==> config.mk <==
export PLATFORM = sky130hd
export DESIGN_NAME = cache_top
export DESIGN_NICKNAME = d
export VERILOG_FILES = /design/src/design/cache_pkg.sv /design/src/design/cache_top.sv /design/src/design/mem_port.sv /design/src/design/cache_array.sv /design/src/design/cache_ctrl.sv
export SDC_FILE = /design/constraint.sdc
export NUM_CORES = 1
export LEC_CHECK = 0
export BUFFER_PORTS_ARGS = -buffer_cell sky130_fd_sc_hd__buf_2
export CAP_MARGIN = 10
export CORE_ASPECT_RATIO = 0.5
export CORE_MARGIN = 2
export CORE_UTILIZATION = 35
export CTS_BUF_LIST = sky130_fd_sc_hd__clkbuf_16
export DETAILED_ROUTE_END_ITERATION = 10
export HOLD_SLACK_MARGIN = 0.1
export MAX_ROUTING_LAYER = met4
export SKIP_LAST_GASP = 1
export SYNTH_ARGS = -nofsm -noshare
export SYNTH_HDL_FRONTEND = slang
export SYNTH_SLANG_ARGS = --single-unit
==> constraint.sdc <==
create_clock -name clk -period 6.55 [get_ports clk]
set_clock_uncertainty 0.05 [all_clocks]
set_input_delay 0.655 -clock clk [delete_from_list [all_inputs] [get_ports clk]]
set_output_delay 0.655 -clock clk [all_outputs]
set_load 0.02 [all_outputs]
==> src/design/cache_pkg.sv <==
package cache_pkg;

    // address and data widths on both ports
    localparam int ADDR_W = 32;
    localparam int DATA_W = 32;

    // direct mapped geometry, one word per line
    localparam int INDEX_W  = 4;
    localparam int TAG_W    = 12;
    localparam int NUM_SETS = 1 << INDEX_W;

    typedef enum logic [1:0] {
        st_idle,
        st_compare_tag,
        st_write_back,
        st_allocate
    } cache_state_e;

    // request as captured from the cpu port
    typedef struct packed {
        logic [ADDR_W-1:0] addr;
        logic              wr;
        logic [DATA_W-1:0] wdata;
    } cpu_req_t;

    // request presented on the memory port
    typedef struct packed {
        logic [ADDR_W-1:0] addr;
        logic [DATA_W-1:0] wdata;
        logic              wr;
    } mem_req_t;

    // one stored line, 46 bits
    typedef struct packed {
        logic              valid;
        logic              dirty;
        logic [TAG_W-1:0]  tag;
        logic [DATA_W-1:0] data;
    } line_t;

endpackage
==> src/design/cache_top.sv <==
module cache_top (
    input  logic                         clk,
    input  logic                         rst,

    input  logic                         cpu_req_valid,
    input  logic [cache_pkg::ADDR_W-1:0] cpu_req_addr,
    input  logic                         cpu_req_wr,
    input  logic [cache_pkg::DATA_W-1:0] cpu_req_wdata,
    output logic                         cpu_req_ready,
    output logic [cache_pkg::DATA_W-1:0] cpu_req_data,

    output logic                         mem_req_valid,
    output logic [cache_pkg::ADDR_W-1:0] mem_req_addr,
    output logic [cache_pkg::DATA_W-1:0] mem_req_wdata,
    output logic                         mem_req_wr,
    input  logic                         mem_req_ready,
    input  logic [cache_pkg::DATA_W-1:0] mem_req_data
);

    cache_pkg::cpu_req_t     req_q;
    cache_pkg::cache_state_e state;
    cache_pkg::line_t        line;
    cache_pkg::mem_req_t     mem_req;

    logic hit;
    logic victim_dirty;
    logic mem_done;
    logic array_write;
    logic array_fill;
    logic mem_start_wb;
    logic mem_start_fill;

    // request is captured once and held until completion
    always_ff @(posedge clk)
    begin
        if ((state == cache_pkg::st_idle) && cpu_req_valid)
        begin
            req_q.addr  <= cpu_req_addr;
            req_q.wr    <= cpu_req_wr;
            req_q.wdata <= cpu_req_wdata;
        end
    end

    cache_ctrl u_ctrl (
        .clk            (clk),
        .rst            (rst),
        .cpu_req_valid  (cpu_req_valid),
        .hit            (hit),
        .victim_dirty   (victim_dirty),
        .mem_done       (mem_done),
        .state          (state),
        .cpu_req_ready  (cpu_req_ready),
        .array_write    (array_write),
        .array_fill     (array_fill),
        .mem_start_wb   (mem_start_wb),
        .mem_start_fill (mem_start_fill)
    );

    cache_array u_array (
        .clk          (clk),
        .rst          (rst),
        .req          (req_q),
        .write        (array_write),
        .fill         (array_fill),
        .fill_data    (mem_req_data),
        .hit          (hit),
        .victim_dirty (victim_dirty),
        .line         (line)
    );

    mem_port u_mem (
        .clk           (clk),
        .rst           (rst),
        .start_wb      (mem_start_wb),
        .start_fill    (mem_start_fill),
        .req           (req_q),
        .victim        (line),
        .mem_req_ready (mem_req_ready),
        .mem_req       (mem_req),
        .mem_req_valid (mem_req_valid),
        .mem_done      (mem_done)
    );

    // writes echo the stored word back
    assign cpu_req_data = req_q.wr ? req_q.wdata : line.data;

    assign mem_req_addr  = mem_req.addr;
    assign mem_req_wdata = mem_req.wdata;
    assign mem_req_wr    = mem_req.wr;

endmodule

==> src/design/mem_port.sv <==
module mem_port (
    input  logic                clk,
    input  logic                rst,

    input  logic                start_wb,
    input  logic                start_fill,

    input  cache_pkg::cpu_req_t req,
    input  cache_pkg::line_t    victim,

    input  logic                mem_req_ready,

    output cache_pkg::mem_req_t mem_req,
    output logic                mem_req_valid,
    output logic                mem_done
);

    localparam int PAD_W = cache_pkg::ADDR_W - cache_pkg::TAG_W - cache_pkg::INDEX_W;

    cache_pkg::mem_req_t req_q;
    logic                valid_q;
    logic [cache_pkg::ADDR_W-1:0] wb_addr;

    // evicted line lives at its own tag and the shared index
    assign wb_addr = {{PAD_W{1'b0}}, victim.tag, req.addr[cache_pkg::INDEX_W-1:0]};

    always_ff @(posedge clk)
    begin
        if (rst)
        begin
            valid_q <= 1'b0;
        end
        else if (start_wb || start_fill)
        begin
            valid_q <= 1'b1;
        end
        else if (valid_q && mem_req_ready)
        begin
            valid_q <= 1'b0;
        end
    end

    always_ff @(posedge clk)
    begin
        if (start_wb)
        begin
            req_q.addr  <= wb_addr;
            req_q.wdata <= victim.data;
            req_q.wr    <= 1'b1;
        end
        else if (start_fill)
        begin
            req_q.addr  <= req.addr;
            req_q.wdata <= '0;
            req_q.wr    <= 1'b0;
        end
    end

    assign mem_req       = req_q;
    assign mem_req_valid = valid_q;

    // completing cycle of the transfer
    assign mem_done = valid_q && mem_req_ready;

    assert property (@(posedge clk) disable iff (rst)
        mem_req_valid && !mem_req_ready |=> mem_req_valid && $stable(mem_req));

endmodule

==> src/design/cache_array.sv <==
module cache_array (
    input  logic                             clk,
    input  logic                             rst,

    input  cache_pkg::cpu_req_t              req,

    input  logic                             write,
    input  logic                             fill,
    input  logic [cache_pkg::DATA_W-1:0]     fill_data,

    output logic                             hit,
    output logic                             victim_dirty,
    output cache_pkg::line_t                 line
);

    logic [cache_pkg::NUM_SETS-1:0] valid_q;
    logic [cache_pkg::NUM_SETS-1:0] dirty_q;

    logic [cache_pkg::TAG_W-1:0]  tag_mem  [0:cache_pkg::NUM_SETS-1];
    logic [cache_pkg::DATA_W-1:0] data_mem [0:cache_pkg::NUM_SETS-1];

    logic [cache_pkg::INDEX_W-1:0] idx;
    logic [cache_pkg::TAG_W-1:0]   req_tag;
    logic                          cpu_wr;

    assign idx     = req.addr[cache_pkg::INDEX_W-1:0];
    assign req_tag = req.addr[cache_pkg::TAG_W+cache_pkg::INDEX_W-1:cache_pkg::INDEX_W];

    // a read hit commits nothing
    assign cpu_wr = write && !fill && req.wr;

    // control bits of every line
    always_ff @(posedge clk)
    begin
        if (rst)
        begin
            valid_q <= '0;
            dirty_q <= '0;
        end
        else if (write && fill)
        begin
            valid_q[idx] <= 1'b1;
            dirty_q[idx] <= 1'b0;
        end
        else if (cpu_wr)
        begin
            dirty_q[idx] <= 1'b1;
        end
    end

    // tag and data storage
    always_ff @(posedge clk)
    begin
        if (write && fill)
        begin
            tag_mem[idx]  <= req_tag;
            data_mem[idx] <= fill_data;
        end
        else if (cpu_wr)
        begin
            data_mem[idx] <= req.wdata;
        end
    end

    // lookup of the indexed line
    always_comb
    begin
        line.valid = valid_q[idx];
        line.dirty = dirty_q[idx];
        line.tag   = tag_mem[idx];
        line.data  = data_mem[idx];
    end

    assign hit          = line.valid && (line.tag == req_tag);
    assign victim_dirty = line.valid && line.dirty;

    // high address bits are not part of the tag, so they must stay clear
    assert property (@(posedge clk) disable iff (rst)
        (write || fill) |->
            req.addr[cache_pkg::ADDR_W-1:cache_pkg::TAG_W+cache_pkg::INDEX_W] == '0);

endmodule

==> src/design/cache_ctrl.sv <==
module cache_ctrl (
    input  logic                    clk,
    input  logic                    rst,

    input  logic                    cpu_req_valid,

    input  logic                    hit,
    input  logic                    victim_dirty,
    input  logic                    mem_done,

    output cache_pkg::cache_state_e state,
    output logic                    cpu_req_ready,

    output logic                    array_write,
    output logic                    array_fill,

    output logic                    mem_start_wb,
    output logic                    mem_start_fill
);

    cache_pkg::cache_state_e state_q;
    cache_pkg::cache_state_e state_d;

    logic miss_clean;
    logic miss_dirty;
    logic fill_done;

    assign state = state_q;

    // decisions taken in compare_tag
    assign miss_clean = (state_q == cache_pkg::st_compare_tag) && !hit && !victim_dirty;
    assign miss_dirty = (state_q == cache_pkg::st_compare_tag) && !hit && victim_dirty;

    // fill word is on mem_req_data in the completing cycle
    assign fill_done = (state_q == cache_pkg::st_allocate) && mem_done;

    always_ff @(posedge clk)
    begin
        if (rst)
        begin
            state_q <= cache_pkg::st_idle;
        end
        else
        begin
            state_q <= state_d;
        end
    end

    always_comb
    begin
        state_d = state_q;
        case (state_q)
            cache_pkg::st_idle:
            begin
                if (cpu_req_valid)
                begin
                    state_d = cache_pkg::st_compare_tag;
                end
            end
            cache_pkg::st_compare_tag:
            begin
                if (hit)
                begin
                    state_d = cache_pkg::st_idle;
                end
                else if (victim_dirty)
                begin
                    state_d = cache_pkg::st_write_back;
                end
                else
                begin
                    state_d = cache_pkg::st_allocate;
                end
            end
            cache_pkg::st_write_back:
            begin
                if (mem_done)
                begin
                    state_d = cache_pkg::st_allocate;
                end
            end
            cache_pkg::st_allocate:
            begin
                // retry the lookup that now hits
                if (mem_done)
                begin
                    state_d = cache_pkg::st_compare_tag;
                end
            end
            default:
            begin
                state_d = cache_pkg::st_idle;
            end
        endcase
    end

    // completion pulse doubles as the write hit commit
    assign cpu_req_ready = (state_q == cache_pkg::st_compare_tag) && hit;
    assign array_write   = cpu_req_ready || fill_done;
    assign array_fill    = fill_done;

    // start strobes are high in the first cycle of the wait state
    always_ff @(posedge clk)
    begin
        if (rst)
        begin
            mem_start_wb   <= 1'b0;
            mem_start_fill <= 1'b0;
        end
        else
        begin
            mem_start_wb   <= miss_dirty;
            mem_start_fill <= miss_clean ||
                              ((state_q == cache_pkg::st_write_back) && mem_done);
        end
    end

    // memory completions only while a transfer is awaited
    assert property (@(posedge clk) disable iff (rst)
        mem_done |-> (state_q == cache_pkg::st_write_back) ||
                     (state_q == cache_pkg::st_allocate));

    // a new transfer never starts on top of a completing one
    assert property (@(posedge clk) disable iff (rst)
        (mem_start_wb || mem_start_fill) |-> !mem_done);

endmodule

==> out/metrics.csv, run 1 <==
stage,metric,value,unit
floorplan,die height,225.4,um
synthesis,"Distinct cells, synth",61,
placement,Detailed Place HPWL,45830,um
critical_path,Critical Path Slowest Stage Cell,buf_4,
critical_path,"Cell Chain, Critical Path",buf_4 > buf_4 > mux4_2 > mux4_2 > mux2_2 > buf_2,
timing,Final Cycle Share,0.8361,
route,Routed WL,80600,um
synthesis,Synth Warn #,0,
critical_path,crit path kind,flop to output port,
synthesis,leading area contributor after synthesis,edfxtp_1,
synthesis,area fraction in compound gates after synthesis,0.02232,
clock_network,H-tree Lvls,3,
route,Final ANT Viol Nets,0,
outcome,status,finished clean,
timing,setup_tns,0,ns
placement,gpl congestion,0.7634,
synthesis,Syn Area/Cell,20.78,sq um
floorplan,die area,100700,sq um
floorplan,Core ar.,97390,sq um
power,worst vdd ir,0.1797,mV
critical_path,nature of the critical path startpoint,flop,
global_routing,first-pass GRT wire length,116500,um
route,DRC violations left,0,
timing,Max Clock Freq,0.1826,GHz
run,max cap viols,0,
clock_network,hold buffers post-CTS,8,
floorplan,initial core utilization,0.3522,
synthesis,Synth Net Count,1756,
finish,Layout Nets,2004,
clock_network,clk_lat worst skew,0.64,ns
global_routing,GRT overflow,0,
power,P per Cell Area,337.6,nW/um^2
global_routing,largest net degree at the start of global routing,57,
synthesis,mux contribution to synthesized area,0.1787,
timing,unrepaired setup endpoints after global routing,false,
timing,endpoints failing setup,0,
synthesis,Synth Area in Simple Gates,0.03177,
global_routing,gr usage total,0.1639,
critical_path,data required time of the worst path,5.84,ns
power,leakage,13.02,nW
synthesis,sequential element share of the synthesized area,0.7490,
synthesis,adder-cell area share of the yosys netlist,0.001459,
synthesis,dominant cells by area after synthesis,"edfxtp_1 72%, mux4_2 13%, dfxtp_1 3.4%",
synthesis,XOR/XNOR Fraction of Synth Area,0.001787,
clock_network,Root Buffer,clkbuf_16,
floorplan,Top Ports,200,
route,Initial DRC Count,1725,
synthesis,post-synth top area share,0.7151,
clock_network,CTS tree,yes,
synthesis,combinational family with the most area after synthesis,multiplexers,
finish,Layout area overhead,15.74,%
finish,post-route cell area,39710,sq um
critical_path,CP Capture Type,output port,
synthesis,Synth Flop Type,edfxtp_1,
clock_network,Post-CTS Setup Inserts,0,
synthesis,#FFs+latches synth,875,
finish,share of layout cells above drive strength 1,0.3466,
route,Vias/cell,5.121,
synthesis,Post-synth EDFFs,817,
clock_network,Num Clock Sinks,875,
timing,Worst Tran Pin Value,1.132,ns
clock_network,cts bufs inserted,82,
critical_path,Crit Path Max Fanout,49,
critical_path,crit-path max cell delay,0.90,ns
placement,DP Area,37150,sq um
synthesis,Gate Count Post-Synth,1651,
synthesis,ys async rst share,0,
global_routing,vias in the first global route,17270,
synthesis,synthesized area,34310,sq um
placement,PortBufs,199,
floorplan,Die Wd,446.8,um
timing,minimum clock period,5.477,ns
hold_path,Tightest Hold Check Type,input pin to flop,
timing,Slew headroom,0.2439,
clock_network,Post-CTS Resized,0,
global_routing,initial antenna violation count,3,
floorplan,row cnt,81,
timing,final-report hold violation count,0,
route,DR pass1 iterations,5,
route,DR vias,16860,
route,WL per Instance,24.48,um
hold_path,hold wc startpoint,cpu_req_wdata[1],
clock_network,CTS max path bufs,3,
critical_path,crit path DAT,4.77,ns
timing,Max Slew Vio Count,0,
clock_network,Clock Pin Slew Worst Setup and Hold Paths,0.07,ns
-- routing by layer --
layer | vias to the layer above | routed length, um | global-route usage
li1 | 7268 | - | -
met1 | 8996 | 34980 | 0.2209
met2 | 478 | 39620 | 0.2604
met3 | 116 | 4100 | 0.02369
met4 | 0 | 1902 | 0.04669
met5 | - | 0 | -
-- final cells by class --
cell class	instances	area [sq um]
fill	8575	57690
sequential	875	25710
multi-input combinational	672	8272
clock buffer	83	2077
tap	1328	1662
timing repair buffer	255	1536
clock inverter	64	395.4
inverter	13	51.30
antenna	2	5.005
-- flip-flops by register name, summed over array words and instances (netlist names), named ones only --
signal	count
u_ctrl.state	2
u_array.data_mem	512
u_array.tag_mem	192
req_q	65
u_ctrl.mem_start_fill	1
u_array.valid_q	16
u_mem.mem_req	65
u_mem.mem_req_valid	1
u_ctrl.mem_start_wb	1
-- final timing paths --
| path | endpoint | slack, ns | cells after the start |
|---|---|---|---|
| max | cpu_req_data[3] | 1.07 | 6 |
| min | req_q[1]$_DFFE_PP_ | 0.14 | 1 |
| max reg2reg | u_array.data_mem[6][27]$_DFFE_PP_ | 1.49 | 9 |
| min reg2reg | u_mem.mem_req[0]$_SDFFE_PP1P_ | 0.41 | 2 |
-- synthesized netlist by cell type, types with 2 or more instances --
master / count
dfxtp_1: 58
o211a_1: 4
mux4_2: 198
a221oi_1: 6
ha_1: 4
nor2_1: 76
o22ai_1: 5
and3_1: 2
xor2_1: 2
buf_6: 9
nor4_1: 2
buf_1: 20
mux2i_1: 60
inv_1: 11
nand3_1: 10
a21oi_2: 4
mux2_4: 27
o31ai_1: 2
buf_4: 6
o32ai_2: 10
nor2b_1: 20
mux2_2: 58
and2_1: 35
a2111oi_0: 2
or2_2: 2
or4_1: 2
buf_2: 17
a21oi_1: 19
o21ai_0: 10
nand2_1: 49
edfxtp_1: 817
nand2b_1: 8
o32ai_1: 6
xnor2_1: 5
nand4_1: 3
nor3_1: 11
a22oi_1: 3
a22o_1: 8
clkbuf_1: 38
-- layout by cell type (no fill, tap or decap), drive strengths merged, types with 3 or more instances in the layout --
cell type | Yosys | routed
or4 | 3 | 3
clkbuf | 38 | 83
nand3 | 10 | 10
mux2 | 85 | 85
clkinv | 1 | 35
buf | 53 | 247
dlygate4sd3 | 0 | 8
nor3 | 11 | 11
a22oi | 3 | 3
xnor2 | 5 | 5
o32ai | 16 | 16
nor2b | 20 | 20
a221oi | 6 | 6
o22ai | 5 | 5
dfxtp | 58 | 58
a2111oi | 3 | 3
nand2b | 8 | 8
o211a | 4 | 4
o21ai | 10 | 10
a22o | 8 | 8
a21oi | 23 | 23
nand4 | 4 | 4
or2 | 3 | 3
and2 | 35 | 35
bufinv | 0 | 3
nand2 | 49 | 49
mux2i | 61 | 61
inv | 12 | 37
mux4 | 198 | 198
edfxtp | 817 | 817
ha | 4 | 4
nor2 | 76 | 76
-- kinds of logic after synthesis --
family / Yosys count
adders and majority gates: 4
muxes: 344
xor gates and xnor gates: 7
DFF: 875
buffers and inverters: 104
AOI/OAI and AO/OA: 92
and+or+nand+nor: 225
-- metrics by stage --
step | setup WS (ns) | cells | utilization | total power [mW] | hold WS, ns
3_3_place_gp | 1.545 | 3135 | 0.3814 | 9.067 | 0.3938
2_1_floorplan | 1.599 | 1651 | - | 8.343 | 0.3848
4_1_cts | 0.9045 | 3290 | 0.4076 | 13.56 | 0.1010
6_report | 1.073 | 3292 | 0.4077 | 13.40 | 0.1407
5_1_grt | 0.7084 | 3291 | 0.4077 | 13.94 | 0.1072
3_5_place_dp | 1.505 | 3135 | 0.3814 | 9.090 | 0.4050
-- power breakdown --
part / switching, mW / internal, mW / total, mW / leakage (nW)
clock: 2.05 / 2.43 / 4.48 / 1.29
sequential: 0.270 / 6.37 / 6.64 / 7.88
combinational: 1.25 / 1.04 / 2.29 / 3.86
-- critical path: cells and delay by family, from the launching register on --
family,cells,cell delay (ns)
flip-flops,1,0.78
multiplexers,3,1.42
buffers and inverters,3,1.82
No activity file was read; power rests on OpenSTA's default activity.
==> inputs of run 2 (changes only) <==
Clock period 6.55 ns to 5.6 ns, I/O delays scaled along.
==> run 2 against run 1 <==
Worst setup slack got worse by 0.58 ns. Via count grew 1.3%. Clock-buffer cell count is 1 higher. Critical endpoint is now cpu_req_ready. Largest power group unchanged. Highest routed layer unchanged.
==> out/metrics.csv, run 2 (synthesis gave the netlist of run 1 again) <==
stage,metric,value,unit
route,Final ANT Viol Nets,0,
finish,fillers,8470,
critical_path,Critical Path Slowest Stage Cell,dfxtp_4,
placement,placed cell count,3147,
finish,number of flip-flops in the largest register,512,
finish,multi-input logic area,8272,sq um
finish,Non-Filler Instances,3361,
critical_path,nature of the critical path startpoint,flop,
critical_path,RR Endpoint,u_array.data_mem[12][20]$_DFFE_PP_,
power,Int Pwr,11.86,mW
finish,share of layout cells above drive strength 1,0.3481,
clock_network,Post-CTS Resized,0,
route,WL per Instance,24.04,um
global_routing,initial antenna violation count,2,
timing,Final Cycle Share,0.9116,
power,Sequential Power Share,0.483,
finish,"commonest cells after routing, fill and taps aside","817 x edfxtp_1, 199 x buf_2, 198 x mux4_2",
power,combinational share of power,0.169,
floorplan,die area,100700,sq um
hold_path,hold wc startpoint,mem_req_ready,
power,Switching Share,0.2613,
timing,Max Slew Vio Count,0,
route,Vias/cell,5.080,
power,Sw Pwr,4.193,mW
critical_path,crit path DAT,4.50,ns
finish,Storage cell area,25710,sq um
finish,"commonest non-fill, non-tap cell in the layout",edfxtp_1,
route,DRC violations left,0,
timing,setup_tns,0,ns
power,P per Cell Area,395.6,nW/um^2
route,Routed WL,80790,um
critical_path,data required time of the worst path,4.99,ns
finish,Largest regs,"u_array.data_mem x512, u_array.tag_mem x192",
global_routing,gr usage total,0.1645,
placement,PortBufs,199,
floorplan,initial core utilization,0.3522,
clock_network,cts bufs inserted,82,
outcome,status,finished clean,
finish,largest reg by FF count,u_array.data_mem,
timing,endpoints failing setup,0,
critical_path,register-to-register path setup slack,1.01,ns
global_routing,vias in the first global route,17440,
critical_path,Crit Path Max Fanout,54,
hold_path,Tightest Hold Check Type,input pin to flop,
floorplan,Core ar.,97390,sq um
global_routing,GRT overflow,0,
floorplan,row cnt,81,
route,Initial DRC Count,1521,
timing,Final WS setup,0.4949,ns
finish,Layout Nets,2073,
clock_network,H-tree Lvls,3,
critical_path,crit path kind,flop to output port,
finish,Layout area overhead,18.25,%
route,DR vias,17080,
clock_network,clk_lat worst skew,0.64,ns
clock_network,Root Buffer,clkbuf_16,
run,max cap viols,0,
timing,Worst Tran Pin Value,1.290,ns
clock_network,Num Clock Sinks,875,
global_routing,largest net degree at the start of global routing,129,
timing,minimum clock period,5.105,ns
timing,Slew headroom,0.1381,
global_routing,first-pass GRT wire length,117200,um
placement,Detailed Place HPWL,44610,um
critical_path,CP Capture Type,output port,
placement,gpl congestion,0.7575,
clock_network,CTS tree,yes,
power,Clock Power Share,0.348,
floorplan,Top Ports,200,
clock_network,Clock Pin Slew Worst Setup and Hold Paths,0.06,ns
timing,Max Clock Freq,0.1959,GHz
power,leakage,13.39,nW
floorplan,die height,225.4,um
hold_path,hold depth,3,
critical_path,"Cell Chain, Critical Path",mux4_2 > o211a_1 > or4_4 > and2_1 > or4b_2 > nor4_1 > buf_2,
critical_path,crit-path max cell delay,0.95,ns
timing,unrepaired setup endpoints after global routing,false,
clock_network,CTS max path bufs,3,
critical_path,FF-to-FF path depth,9,
timing,final-report hold violation count,0,
floorplan,Die Wd,446.8,um
route,DR pass1 iterations,5,
placement,pre-CTS setup slack,1.031,ns
hold_path,Worst Hold End,u_ctrl.mem_start_fill$_SDFF_PP0_,
power,worst vdd ir,0.2422,mV
run 2: metal layers:
layer,part of all wire,GRT usage
met2,0.50,0.2653
met1,0.44,0.2189
met3,0.045,0.02356
met5,0,-
met4,0.023,0.04582
run 2: final cells by class:
cell class	instances	share of cell area
Timing Repair Buffer	324	0.05385
Clock inverter	63	0.01437
Tap cell	1328	0.04096
Clock buffer	84	0.05182
Multi-Input combinational cell	672	0.2039
Sequential cell	875	0.6337
Inverter	13	0.001265
Antenna cell	2	0.0001234
run 2: power by group through the flow:
| stage | clock network [mW] | logic [mW] | registers, mW |
|---|---|---|---|
| finish | 5.58 | 2.71 | 7.76 |
| global route | 5.95 | 2.91 | 7.80 |
| CTS | 5.71 | 2.76 | 7.76 |
| detailed placement | 0 | 2.71 | 7.90 |
| global placement | 0 | 2.70 | 7.89 |
| floorplan | 0 | 1.93 | 7.83 |
run 2: worst max-delay path: cells and delay by family, from the launching register on:
family          cells  cell delay [ns]
mux                 1             0.43
flops               1             0.95
buf+inv             1             0.27
simple gates        4             1.90
compound gates      1             0.25
run 2: worst max path at each step:
stage,to,slack [ns],cells after the start
global placement,cpu_req_data[14],1.06,6
floorplan,u_array.data_mem[8][0]$_DFFE_PP_,0.65,12
detailed placement,u_array.data_mem[12][20]$_DFFE_PP_,1.03,9
CTS,cpu_req_data[14],0.36,6
finish,cpu_req_ready,0.49,7
global route,cpu_req_data[14],0.18,6
run 2: per-stage QoR:
step | hold WS (ns) | total power [mW] | instance area (sq um) | util
2_1_floorplan | 0.3848 | 9.758 | 34310 | -
3_3_place_gp | 0.3939 | 10.59 | 37230 | 0.3822
3_5_place_dp | 0.3995 | 10.62 | 37230 | 0.3822
4_1_cts | 0.1708 | 16.23 | 40560 | 0.4165
5_1_grt | 0.1896 | 16.65 | 40570 | 0.4165
6_report | 0.2068 | 16.05 | 40570 | 0.4165
run 2: repair_timing:
item                                    4_1_cts  5_1_grt
buffers inserted                              0        0
endpoints found under the setup margin        0        0
hold buffers                                 65        0
endpoints found under the hold margin        66        0
